--- config.mk ---
export PLATFORM = sky130hd
export DESIGN_NAME = core_top
export DESIGN_NICKNAME = d
export VERILOG_FILES = /design/src/common/core_pkg.sv /design/src/design/core_top.sv /design/src/design/reg_debug_axil.sv /design/src/design/alu_execute.sv /design/src/design/instr_decode.sv /design/src/regfile/register_file.sv
export SDC_FILE = /design/constraint.sdc
export NUM_CORES = 2
export LEC_CHECK = 0
export BUFFER_PORTS_ARGS = -buffer_cell sky130_fd_sc_hd__buf_2
export CORE_MARGIN = 2
export CORE_UTILIZATION = 30
export DETAILED_ROUTE_END_ITERATION = 10
export HOLD_SLACK_MARGIN = 0.12
export PLACE_DENSITY = 0.43
export SYNTH_ARGS = -nofsm -noshare
export SYNTH_HDL_FRONTEND = slang
export SYNTH_SLANG_ARGS = --single-unit
--- constraint.sdc ---
create_clock -name clk -period 7.7 [get_ports clk]
set_input_delay 0 -clock clk [delete_from_list [all_inputs] [get_ports clk]]
set_output_delay 0 -clock clk [all_outputs]
set_load 0.01 [all_outputs]
--- src/common/core_pkg.sv ---
package core_pkg;

	////////////////////
	// Widths and basic types
	////////////////////
	localparam int NUM_REGS = 32;
	localparam int DBG_ADDR_W = 7;

	typedef logic [31:0] word_t;
	typedef logic [4:0]  reg_addr_t;
	typedef logic [31:0] instr_t;
	typedef logic [3:0]  alu_op_t;

	////////////////////
	// MIPS opcodes and function codes
	////////////////////
	localparam logic [5:0] OP_RTYPE = 6'h00;
	localparam logic [5:0] OP_ADDI  = 6'h08;
	localparam logic [5:0] OP_ANDI  = 6'h0C;
	localparam logic [5:0] OP_ORI   = 6'h0D;
	localparam logic [5:0] OP_LUI   = 6'h0F;

	localparam logic [5:0] FN_SLL = 6'h00;
	localparam logic [5:0] FN_SRL = 6'h02;
	localparam logic [5:0] FN_ADD = 6'h20;
	localparam logic [5:0] FN_SUB = 6'h22;
	localparam logic [5:0] FN_AND = 6'h24;
	localparam logic [5:0] FN_OR  = 6'h25;
	localparam logic [5:0] FN_XOR = 6'h26;
	localparam logic [5:0] FN_SLT = 6'h2A;

	// ALU operations
	localparam alu_op_t ALU_ADD = 4'd0;
	localparam alu_op_t ALU_SUB = 4'd1;
	localparam alu_op_t ALU_AND = 4'd2;
	localparam alu_op_t ALU_OR  = 4'd3;
	localparam alu_op_t ALU_XOR = 4'd4;
	localparam alu_op_t ALU_SLT = 4'd5;
	localparam alu_op_t ALU_SLL = 4'd6;
	localparam alu_op_t ALU_SRL = 4'd7;
	localparam alu_op_t ALU_LUI = 4'd8;

	// Debug bus responses and last valid register address
	localparam logic [1:0] AXI_RESP_OKAY   = 2'b00;
	localparam logic [1:0] AXI_RESP_SLVERR = 2'b10;
	localparam logic [DBG_ADDR_W-1:0] DBG_LAST_ADDR = 7'h7C;

	////////////////////
	// Stage records
	////////////////////
	// rs names the register behind op_a, which is rt for the shifts
	typedef struct packed {
		logic      valid;
		alu_op_t   alu_op;
		reg_addr_t rs;
		reg_addr_t rt;
		reg_addr_t dest;
		word_t     op_a;
		word_t     op_b;
		logic      use_imm;
	} decoded_t;

	typedef struct packed {
		logic      we;
		reg_addr_t dest;
		word_t     data;
	} wb_t;

endpackage
--- src/design/core_top.sv ---
`timescale 1ns/1ps

module core_top (
	input  logic                           clk,
	input  logic                           rst,
	input  logic                           run,
	input  logic                           instr_valid,
	input  core_pkg::instr_t               instr,
	input  logic [core_pkg::DBG_ADDR_W-1:0] araddr,
	input  logic                           arvalid,
	output logic                           arready,
	output core_pkg::word_t                rdata,
	output logic [1:0]                     rresp,
	output logic                           rvalid,
	input  logic                           rready
);
	import core_pkg::*;

	reg_addr_t rs_addr;
	reg_addr_t rt_addr;
	reg_addr_t dbg_addr;
	word_t     rs_data;
	word_t     rt_data;
	word_t     dbg_data;
	decoded_t  dec;
	wb_t       wb;

	////////////////////
	// Pipeline stages
	////////////////////
	instr_decode u_decode (
		.clk         (clk),
		.rst         (rst),
		.run         (run),
		.instr_valid (instr_valid),
		.instr       (instr),
		.rs_addr     (rs_addr),
		.rt_addr     (rt_addr),
		.rs_data     (rs_data),
		.rt_data     (rt_data),
		.dec         (dec)
	);

	alu_execute u_execute (
		.clk (clk),
		.rst (rst),
		.run (run),
		.dec (dec),
		.wb  (wb)
	);

	// Write-back stage lives in the register file
	register_file u_regfile (
		.clk      (clk),
		.rst      (rst),
		.rs1_addr (rs_addr),
		.rs2_addr (rt_addr),
		.dbg_addr (dbg_addr),
		.wb       (wb),
		.run      (run),
		.rs1_data (rs_data),
		.rs2_data (rt_data),
		.dbg_data (dbg_data)
	);

	////////////////////
	// Debug read slave
	////////////////////
	reg_debug_axil u_debug (
		.clk      (clk),
		.rst      (rst),
		.araddr   (araddr),
		.arvalid  (arvalid),
		.arready  (arready),
		.rdata    (rdata),
		.rresp    (rresp),
		.rvalid   (rvalid),
		.rready   (rready),
		.dbg_addr (dbg_addr),
		.dbg_data (dbg_data)
	);

endmodule

--- src/design/reg_debug_axil.sv ---
`timescale 1ns/1ps

module reg_debug_axil (
	input  logic                           clk,
	input  logic                           rst,
	input  logic [core_pkg::DBG_ADDR_W-1:0] araddr,
	input  logic                           arvalid,
	output logic                           arready,
	output core_pkg::word_t                rdata,
	output logic [1:0]                     rresp,
	output logic                           rvalid,
	input  logic                           rready,
	output core_pkg::reg_addr_t            dbg_addr,
	input  core_pkg::word_t                dbg_data
);
	import core_pkg::*;

	typedef enum logic {
		IDLE,
		RESP
	} state_t;

	state_t    state;
	reg_addr_t idx_q;
	logic      err_q;
	logic      ar_hs;

	assign arready  = (state == IDLE);
	assign ar_hs    = arvalid && arready;
	assign dbg_addr = idx_q;
	assign rresp    = err_q ? AXI_RESP_SLVERR : AXI_RESP_OKAY;

	////////////////////
	// Read FSM
	////////////////////
	// RESP with rvalid low is the capture cycle
	always_ff @(posedge clk)
	begin
		if (rst)
		begin
			state  <= IDLE;
			rvalid <= 1'b0;
		end
		else
		begin
			case (state)
				IDLE:
				begin
					if (ar_hs)
						state <= RESP;
				end
				RESP:
				begin
					if (!rvalid)
						rvalid <= 1'b1;
					else if (rready)
					begin
						rvalid <= 1'b0;
						state  <= IDLE;
					end
				end
				default: state <= IDLE;
			endcase
		end
	end

	// Address and data registers
	always_ff @(posedge clk)
	begin
		if (ar_hs)
		begin
			idx_q <= araddr[6:2];
			err_q <= araddr > DBG_LAST_ADDR;
		end
		if ((state == RESP) && !rvalid)
			rdata <= err_q ? '0 : dbg_data;
	end

endmodule

--- src/design/alu_execute.sv ---
`timescale 1ns/1ps

module alu_execute (
	input  logic               clk,
	input  logic               rst,
	input  logic               run,
	input  core_pkg::decoded_t dec,
	output core_pkg::wb_t      wb
);
	import core_pkg::*;

	logic  fwd_a;
	logic  fwd_b;
	word_t src_a;
	word_t src_b;
	word_t result;

	////////////////////
	// Forwarding
	////////////////////
	// The registered result is one instruction older than dec
	assign fwd_a = wb.we && (wb.dest == dec.rs);
	// An immediate in op_b is never replaced
	assign fwd_b = wb.we && !dec.use_imm && (wb.dest == dec.rt);

	assign src_a = fwd_a ? wb.data : dec.op_a;
	assign src_b = fwd_b ? wb.data : dec.op_b;

	////////////////////
	// ALU
	////////////////////
	always_comb
	begin
		case (dec.alu_op)
			ALU_ADD: result = src_a + src_b;
			ALU_SUB: result = src_a - src_b;
			ALU_AND: result = src_a & src_b;
			ALU_OR:  result = src_a | src_b;
			ALU_XOR: result = src_a ^ src_b;
			// Signed compare
			ALU_SLT: result = {31'b0, $signed(src_a) < $signed(src_b)};
			ALU_SLL: result = src_a << src_b[4:0];
			ALU_SRL: result = src_a >> src_b[4:0];
			// Upper half already placed by decode
			ALU_LUI: result = src_b;
			default: result = '0;
		endcase
	end

	// Write-back record
	always_ff @(posedge clk)
	begin
		if (rst)
		begin
			wb.we <= 1'b0;
		end
		else if (run)
		begin
			wb.we   <= dec.valid;
			wb.dest <= dec.dest;
			wb.data <= result;
		end
	end

endmodule

--- src/design/instr_decode.sv ---
`timescale 1ns/1ps

module instr_decode (
	input  logic                clk,
	input  logic                rst,
	input  logic                run,
	input  logic                instr_valid,
	input  core_pkg::instr_t    instr,
	output core_pkg::reg_addr_t rs_addr,
	output core_pkg::reg_addr_t rt_addr,
	input  core_pkg::word_t     rs_data,
	input  core_pkg::word_t     rt_data,
	output core_pkg::decoded_t  dec
);
	import core_pkg::*;

	logic [5:0]  opcode;
	logic [5:0]  funct;
	logic [4:0]  shamt;
	logic [15:0] imm16;
	reg_addr_t   f_rs;
	reg_addr_t   f_rt;
	reg_addr_t   f_rd;

	logic        known;
	logic        use_imm;
	alu_op_t     alu_op;
	reg_addr_t   dest;
	reg_addr_t   src_a;
	word_t       imm;
	decoded_t    dec_next;

	// Instruction fields
	assign opcode = instr[31:26];
	assign f_rs   = instr[25:21];
	assign f_rt   = instr[20:16];
	assign f_rd   = instr[15:11];
	assign shamt  = instr[10:6];
	assign funct  = instr[5:0];
	assign imm16  = instr[15:0];

	////////////////////
	// Opcode decode
	////////////////////
	always_comb
	begin
		known   = 1'b1;
		use_imm = 1'b0;
		alu_op  = ALU_ADD;
		dest    = f_rd;
		src_a   = f_rs;
		imm     = '0;
		case (opcode)
			OP_RTYPE:
			begin
				case (funct)
					FN_ADD: alu_op = ALU_ADD;
					FN_SUB: alu_op = ALU_SUB;
					FN_AND: alu_op = ALU_AND;
					FN_OR:  alu_op = ALU_OR;
					FN_XOR: alu_op = ALU_XOR;
					FN_SLT: alu_op = ALU_SLT;
					FN_SLL, FN_SRL:
					begin
						// Shifts move rt by shamt
						alu_op  = (funct == FN_SLL) ? ALU_SLL : ALU_SRL;
						src_a   = f_rt;
						use_imm = 1'b1;
						imm     = {27'b0, shamt};
					end
					default: known = 1'b0;
				endcase
			end
			OP_ADDI:
			begin
				dest    = f_rt;
				use_imm = 1'b1;
				imm     = {{16{imm16[15]}}, imm16};
			end
			OP_ANDI, OP_ORI:
			begin
				alu_op  = (opcode == OP_ANDI) ? ALU_AND : ALU_OR;
				dest    = f_rt;
				use_imm = 1'b1;
				imm     = {16'b0, imm16};
			end
			OP_LUI:
			begin
				alu_op  = ALU_LUI;
				dest    = f_rt;
				use_imm = 1'b1;
				imm     = {imm16, 16'b0};
			end
			default: known = 1'b0;
		endcase
	end

	assign rs_addr = src_a;
	assign rt_addr = f_rt;

	always_comb
	begin
		// Unknown ops and writes to register 0 become no-ops
		dec_next.valid   = instr_valid && known && (dest != '0);
		dec_next.alu_op  = alu_op;
		dec_next.rs      = src_a;
		dec_next.rt      = f_rt;
		dec_next.dest    = dest;
		dec_next.op_a    = rs_data;
		dec_next.op_b    = use_imm ? imm : rt_data;
		dec_next.use_imm = use_imm;
	end

	always_ff @(posedge clk)
	begin
		if (rst)
			dec.valid <= 1'b0;
		else if (run)
			dec <= dec_next;
	end

endmodule

--- src/regfile/register_file.sv ---
`timescale 1ns/1ps

module register_file (
	input  logic              clk,
	input  logic              rst,
	input  core_pkg::reg_addr_t rs1_addr,
	input  core_pkg::reg_addr_t rs2_addr,
	input  core_pkg::reg_addr_t dbg_addr,
	input  core_pkg::wb_t     wb,
	input  logic              run,
	output core_pkg::word_t   rs1_data,
	output core_pkg::word_t   rs2_data,
	output core_pkg::word_t   dbg_data
);
	import core_pkg::*;

	word_t bank [NUM_REGS];
	logic  wr_en;

	// Writes only happen while the pipeline runs
	assign wr_en = run && wb.we;

	always_ff @(posedge clk)
	begin
		if (rst)
		begin
			for (int i = 0; i < NUM_REGS; i++)
				bank[i] <= '0;
		end
		else if (wr_en)
		begin
			bank[wb.dest] <= wb.data;
		end
	end

	////////////////////
	// Read ports
	////////////////////
	// Register 0 reads zero, a write in progress passes straight through
	function automatic word_t read_port(input reg_addr_t addr);
		if (addr == '0)
			return '0;
		else if (wr_en && (wb.dest == addr))
			return wb.data;
		else
			return bank[addr];
	endfunction

	always_comb
	begin
		rs1_data = read_port(rs1_addr);
		rs2_data = read_port(rs2_addr);
		dbg_data = read_port(dbg_addr);
	end

endmodule

# Word level (Yosys, flattened, before mapping)
# Memories as Yosys holds them, arrays and structs flattened. A register that Yosys moved wholly into a read port is not among the register bits.
# Index checks and enable logic that the tools add are counted.
# Widths: inputs -> output; s select.
# word_totals
mem_count	1
regBits	131
ram_bits	1024
# memory_table
memory	depth	width	rd	rd_clocked_by_memory_dff	write_ports	line	text
u_regfile.bank	32	32	3	2	32	register_file.sv:17	word_t bank [NUM_REGS];
# classes
n_mux	34
n_eq_ne	23
n_addsub	2
bitwise	5
n_reduce_logical	26
magnitude_cmp	2
shift	2
# ops
op	count
$pmux 32 s9	1
$mux 32	7
$pmux 32 s4	1
$eq 6x6->1 const B	6
$add 32x32->32	1
$and 32x32->32	1
$lt 32x32->1	1
$or 32x32->32	1
$reduce_or 32->1	1
$shl 32x5->32	1
$shr 32x5->32	1
$sub 32x32->32	1
$xor 32x32->32	1
$mux 5	6
$eq 6x4->1 const B	4
$pmux 4 s6	1
$eq 5x5->1	4
$eq 4x3->1 const B	4
$logic_not 5->1	3
$mux 1	13
$logic_not 6->1	2
$pmux 4 s3	1
$logic_and 1x1->1	10
$eq 4x2->1 const B	2
other kinds (14)	20

# Depth between registers and ports, before layout
# logic_depth
ltp_word	6
ltp_mapped	24

# Modules after synthesis
# From an unflattened synthesis, not the netlist that was laid out.
# unflattened
hier_cells	6773
hier_area_um2	81384.3
# by_module_without_submodules
module	n_inst	cells_each	seq_area_each_um2	area_per_inst_um2
register_file	1	4582	30749.5	63540.9
alu_execute	1	1897	1131.1	12862.3
instr_decode	1	205	2542.4	3510.9
reg_debug_axil	1	89	1181.1	1470.2

# Worst setup path before layout
# Ideal clock, no wire load.
# synth_timing
path_kind	input-to-reg
startpoint	input rst
endpoint	register u_decode.dec[0] (netlist name)
setup_time_ns	0.615
stages	2
slack_ns	1.594
arrival_ns	5.491
path_buffers	1
required_ns	7.085
path_cell_list	clkbuf_1 -> nor2b_1
# synth_via
elab_chain_len	2
# synth_lines
item	line	text
start: declaration	core_top.sv:5	input logic rst,
$not 1->1 (no line)	n/a	
$reduce_and 2->1 (no line)	n/a	
# No other way between the ends.
# A chain may end at the register's enable or synchronous reset.

# Worst setup path after layout
# layout_timing
startpoint	register u_execute.wb[35] (netlist name)
endpoint	register u_execute.wb[27] (netlist name)
# layout_via
elab_chain_len	5
word_cells_on_any_way	14
cone_classes	add/sub: 2; eq/ne: 2; shift: 2; mux: 3; bitwise: 3; reduce/logical: 2
# layout_lines
item	line	text
$eq 5x5->1 (on tied branches)	alu_execute.sv:22, alu_execute.sv:24	
$logic_and 1x1->1 (on tied branches)	alu_execute.sv:22, alu_execute.sv:24	
$mux 32 (on tied branches)	alu_execute.sv:26, alu_execute.sv:27	
$sub 32x32->32, or another cell as far along	alu_execute.sv:36	ALU_SUB: result = src_a - src_b;
$pmux 32 s9 *	alu_execute.sv:34	case (dec.alu_op)
via u_execute.result[27]	alu_execute.sv:16	word_t result;
# The timed path passes the listed nets; every way through them passes the cells marked *.

==> summary.md <==
| Metric | Value |
|---|---|
| Outcome | `finished clean` |
| FF+latch count, synth | `1,192` |
| Internal | `12.8 mW` |
| First-pass GRT wire length | `540 mm` |
| Synth Cell Area | `79,800 sq um` |
| # Max-Cap Violations | `0` |
| Register area | `35,700 sq um` |
| Reg power frac | `41.7%` |
| DR DRC count | `0` |
| Total Routed Length | `402 mm` |
| Mapped Nets | `6,876` |
| Die height | `520 microns` |
| Switching power share of the total | `30.5%` |
| GRT Total Usage | `29.1%` |
| Max_slew headroom | `5.97%` |
| Drt first pass iters | `6` |
| Die area | `270,000 sq um` |
| Latest clock arrival within the worst-skew pair | `850 ps` |
| Skew final | `46.1 ps` |
| DP Area | `84,100 sq um` |
| Port Buf Inserts | `79` |
| H-tree Lvls | `4` |
| Fin cells | `10,200` |
| CTS tree | `done` |
| Routed via count | `63,500` |
| Fill cell count | `26,000` |
| Worst VDD drop | `0.000262 V` |
| Critical path cell sequence | `xnor2_1 -> and4_1 -> nand2_2 -> buf_4 -> mux2i_1 -> inv_1 -> ha_1 -> nand3_1 -> nor3_1 -> o211ai_2 -> a211oi_2 -> nor3_4 -> o21ai_2 -> o2bb2ai_1 -> a22o_1 -> or4_1` |
| Top-area cell type share of the netlist area | `44.5%` |
| Crit path buf inv count | `2` |
| Critical path data arrival time | `6790 ps` |
| Critical Path Sink Type | `flip-flop` |
| Hold slack | `164 ps` |
| Fin crit share | `80.7%` |
| CTS Buf Count | `154` |
| Layout cells sized above 1 | `21.6%` |
| # IOs | `81` |
| Worst Hold Path Cells | `4` |
| CP required | `8280 ps` |
| Avg Inst Size Synth | `11.9 sq um` |
| Crit path max-delay family | `simple AND/OR/NAND/NOR gates` |
| Post-synth EDFFs | `1,183` |
| Synth warn | `0` |
| Commonest cells after routing, fill and taps aside | `1,183 x edfxtp_1, 902 x and2_1, 824 x nand2_1` |
| Primary FF master, synth | `edfxtp_1` |
| Min-delay src | `araddr[3]` |
| Area leader, netlist | `edfxtp_1` |
| Antenna Violating Nets Remaining | `0` |
| Clk root buf | `clkbuf_16` |
| Width of the die | `520 microns` |
| Post-synthesis cell type count | `97` |
| Vias in the first global route | `60,400` |
| Effective utilization at floorplan | `30.1%` |
| Max clock buf depth | `3` |
| FMAX | `0.161 GHz` |
| Tightest Hold Check Type | `input pin to flip-flop` |
| Synth-to-layout area growth | `12.6%` |
| Hold Fails Final Rpt | `0` |
| Layout Nets | `6,682` |
| Power per cell area | `204 nW/um^2` |
| Site Rows | `189` |
| Minimum clock period | `6210 ps` |
| Worst-case reg-to-reg path depth | `16` |
| DP Wirelength | `238 mm` |
| Syn Inst Count | `6,732` |
| CTS Sinks | `1,192` |
| CP Max Fanout | `21` |
| Clock share of power | `39.7%` |
| Final Setup Violations | `0` |
| WS Path Type | `flip-flop to flip-flop` |
| RSZ-0062 raised after global routing | `false` |
| Multi-input gate area | `41,300 sq um` |
| Total power | `18.4 mW` |
| Crit Reg-Reg Startpoint | `u_execute.wb[35]$_DFFE_PP_` |
| Reg clk slew, reported paths | `60 ps` |
| Core area | `265,000 sq um` |
| Setup Buffers After CTS | `0` |
| P_sw | `5.60 mW` |
| Pin count of the biggest net entering global routing | `138` |
| Pleak | `31.8 nW` |
| Asr flop ratio synth | `0%` |
| Crit-path max cell delay | `630 ps` |
| Reg-to-Reg End | `u_execute.wb[27]$_DFFE_PP_` |
| Gpl congestion | `0.987` |
| Slowest-stage cell, CP | `edfxtp_1` |
| CP Launch Type | `flip-flop` |
| Most common cell after layout, fill and taps aside | `edfxtp_1` |
| Initial antenna violation count | `51` |
| Finished Cell Area | `89,800 sq um` |
| DR vias/cell | `6.21` |
| WL/cell | `39.3 microns` |
| Final slew viol count | `0` |
| Placed cells | `9,837` |
| Flop2flop setup slack | `1490 ps` |
| Worst-Margin Slew | `1410 ps` |
| Sum Neg Setup Slack | `0 ps` |
| Register area share after synthesis | `44.7%` |
| Initial DRC Count | `9,757` |
| Logic pwr share | `18.5%` |
| Hold endpoint | `u_debug.err_q$_DFFE_PP_` |
| Top cells by area, synth | `edfxtp_1 45%, mux4_2 21%, and2_1 7.1%` |
| Grt total ovfl | `0` |
kinds of logic after synthesis:
logic type               share of synthesized area, %
adder cells (fa/ha/maj)                          1.57
XOR/XNOR                                        0.383
AO/OA/AOI/OAI                                    8.39
buffers and inverters                            4.10
AND/OR/NAND/NOR                                  16.7
other                                         0.00470
multiplexers                                     24.1
flip-flops                                       44.7
synth_stat cells (24+ instances only):
library cell and n:
edfxtp_1 1183, and2_1 902, nand2_1 828, mux4_2 757
clkbuf_1 504, nor2_1 233, nand3_1 229, a21oi_1 205
nor3_1 181, mux2i_1 161, o21ai_0 147, and3_1 104
buf_2 101, a31oi_1 99, buf_1 99, ha_1 97
inv_1 97, a22oi_1 78, a211oi_1 63, o22ai_1 44
mux2_2 41, or2_2 35, o221ai_1 34, a211o_1 31
o211ai_1 29, xnor2_1 29, a221oi_1 27, a311oi_1 24
o31ai_1 24
worst max-delay path by stage:
stage / from / end / slack [ps] / cells past startpoint
after global routing: u_execute.wb[34]$_DFFE_PP_ / u_execute.wb[27]$_DFFE_PP_ / 1100 / 17
after floorplan: rst / u_decode.dec[0]$_DFFE_PP_ / 1590 / 2
after CTS: u_execute.wb[35]$_DFFE_PP_ / u_execute.wb[27]$_DFFE_PP_ / 1590 / 16
final: u_execute.wb[35]$_DFFE_PP_ / u_execute.wb[27]$_DFFE_PP_ / 1490 / 16
after detailed placement: u_execute.wb[35]$_DFFE_PP_ / u_execute.wb[27]$_DFFE_PP_ / 1600 / 16
after global placement: u_execute.wb[35]$_DFFE_PP_ / u_execute.wb[27]$_DFFE_PP_ / 1670 / 16
flip-flops by register name (all words and copies together), names as in the netlist, named ones only:
signal            cells
u_debug.state         1
u_debug.rvalid        1
u_regfile.bank     1024
u_decode.dec         85
u_debug.err_q         1
u_execute.wb         38
u_debug.dbg_addr      5
u_debug.rdata        32
stage by stage:
stage	util (%)	setup WS, ps
floorplan	-	1590
global placement	31.7	1670
detailed placement	31.7	1600
CTS	33.9	1590
global route	33.9	1100
finish	33.9	1490
worst reg2reg max path: stages (launching register included):
cell and delay [ps]:
edfxtp_1 630, xnor2_1 330, and4_1 420, nand2_2 510, buf_4 460, mux2i_1 340
inv_1 110, ha_1 560, nand3_1 200, nor3_1 470, o211ai_2 270, a211oi_2 490
nor3_4 120, o21ai_2 220, o2bb2ai_1 100, a22o_1 210, or4_1 520
power groups by stage:
stage               clock, mW  sequential (mW)  combinational [mW]
floorplan                   0             7.66                2.00
CTS                      7.39             7.66                3.34
finish                   7.30             7.67                3.40
global placement            0             7.78                3.30
detailed placement          0             7.79                3.30
global route             7.60             7.69                3.50
routing by layer:
layer / global-route usage (%) / wire, microns / vias up
li1: - / - / 25400
met1: 38.5 / 160000 / 33200
met2: 46.0 / 186000 / 4126
met3: 4.99 / 35600 / 812
met4: 14.4 / 20400 / 12
met5: 0 / 76 / -
layout make-up:
| type | instances | share of cell area [%] |
|---|---|---|
| Multi-Input combinational cell | 4715 | 46.0 |
| Sequential cell | 1192 | 39.8 |
| Tap cell | 3533 | 4.92 |
| Clock buffer | 192 | 4.52 |
| Timing Repair Buffer | 365 | 3.27 |
| Clock inverter | 85 | 0.889 |
| Inverter | 110 | 0.476 |
| Antenna cell | 43 | 0.120 |
repair_timing:
action	CTS	global route
resized for setup	0	0
hold buffers	78	0
hold endpoints to repair	116	0
(Power assumes the default switching activity.)
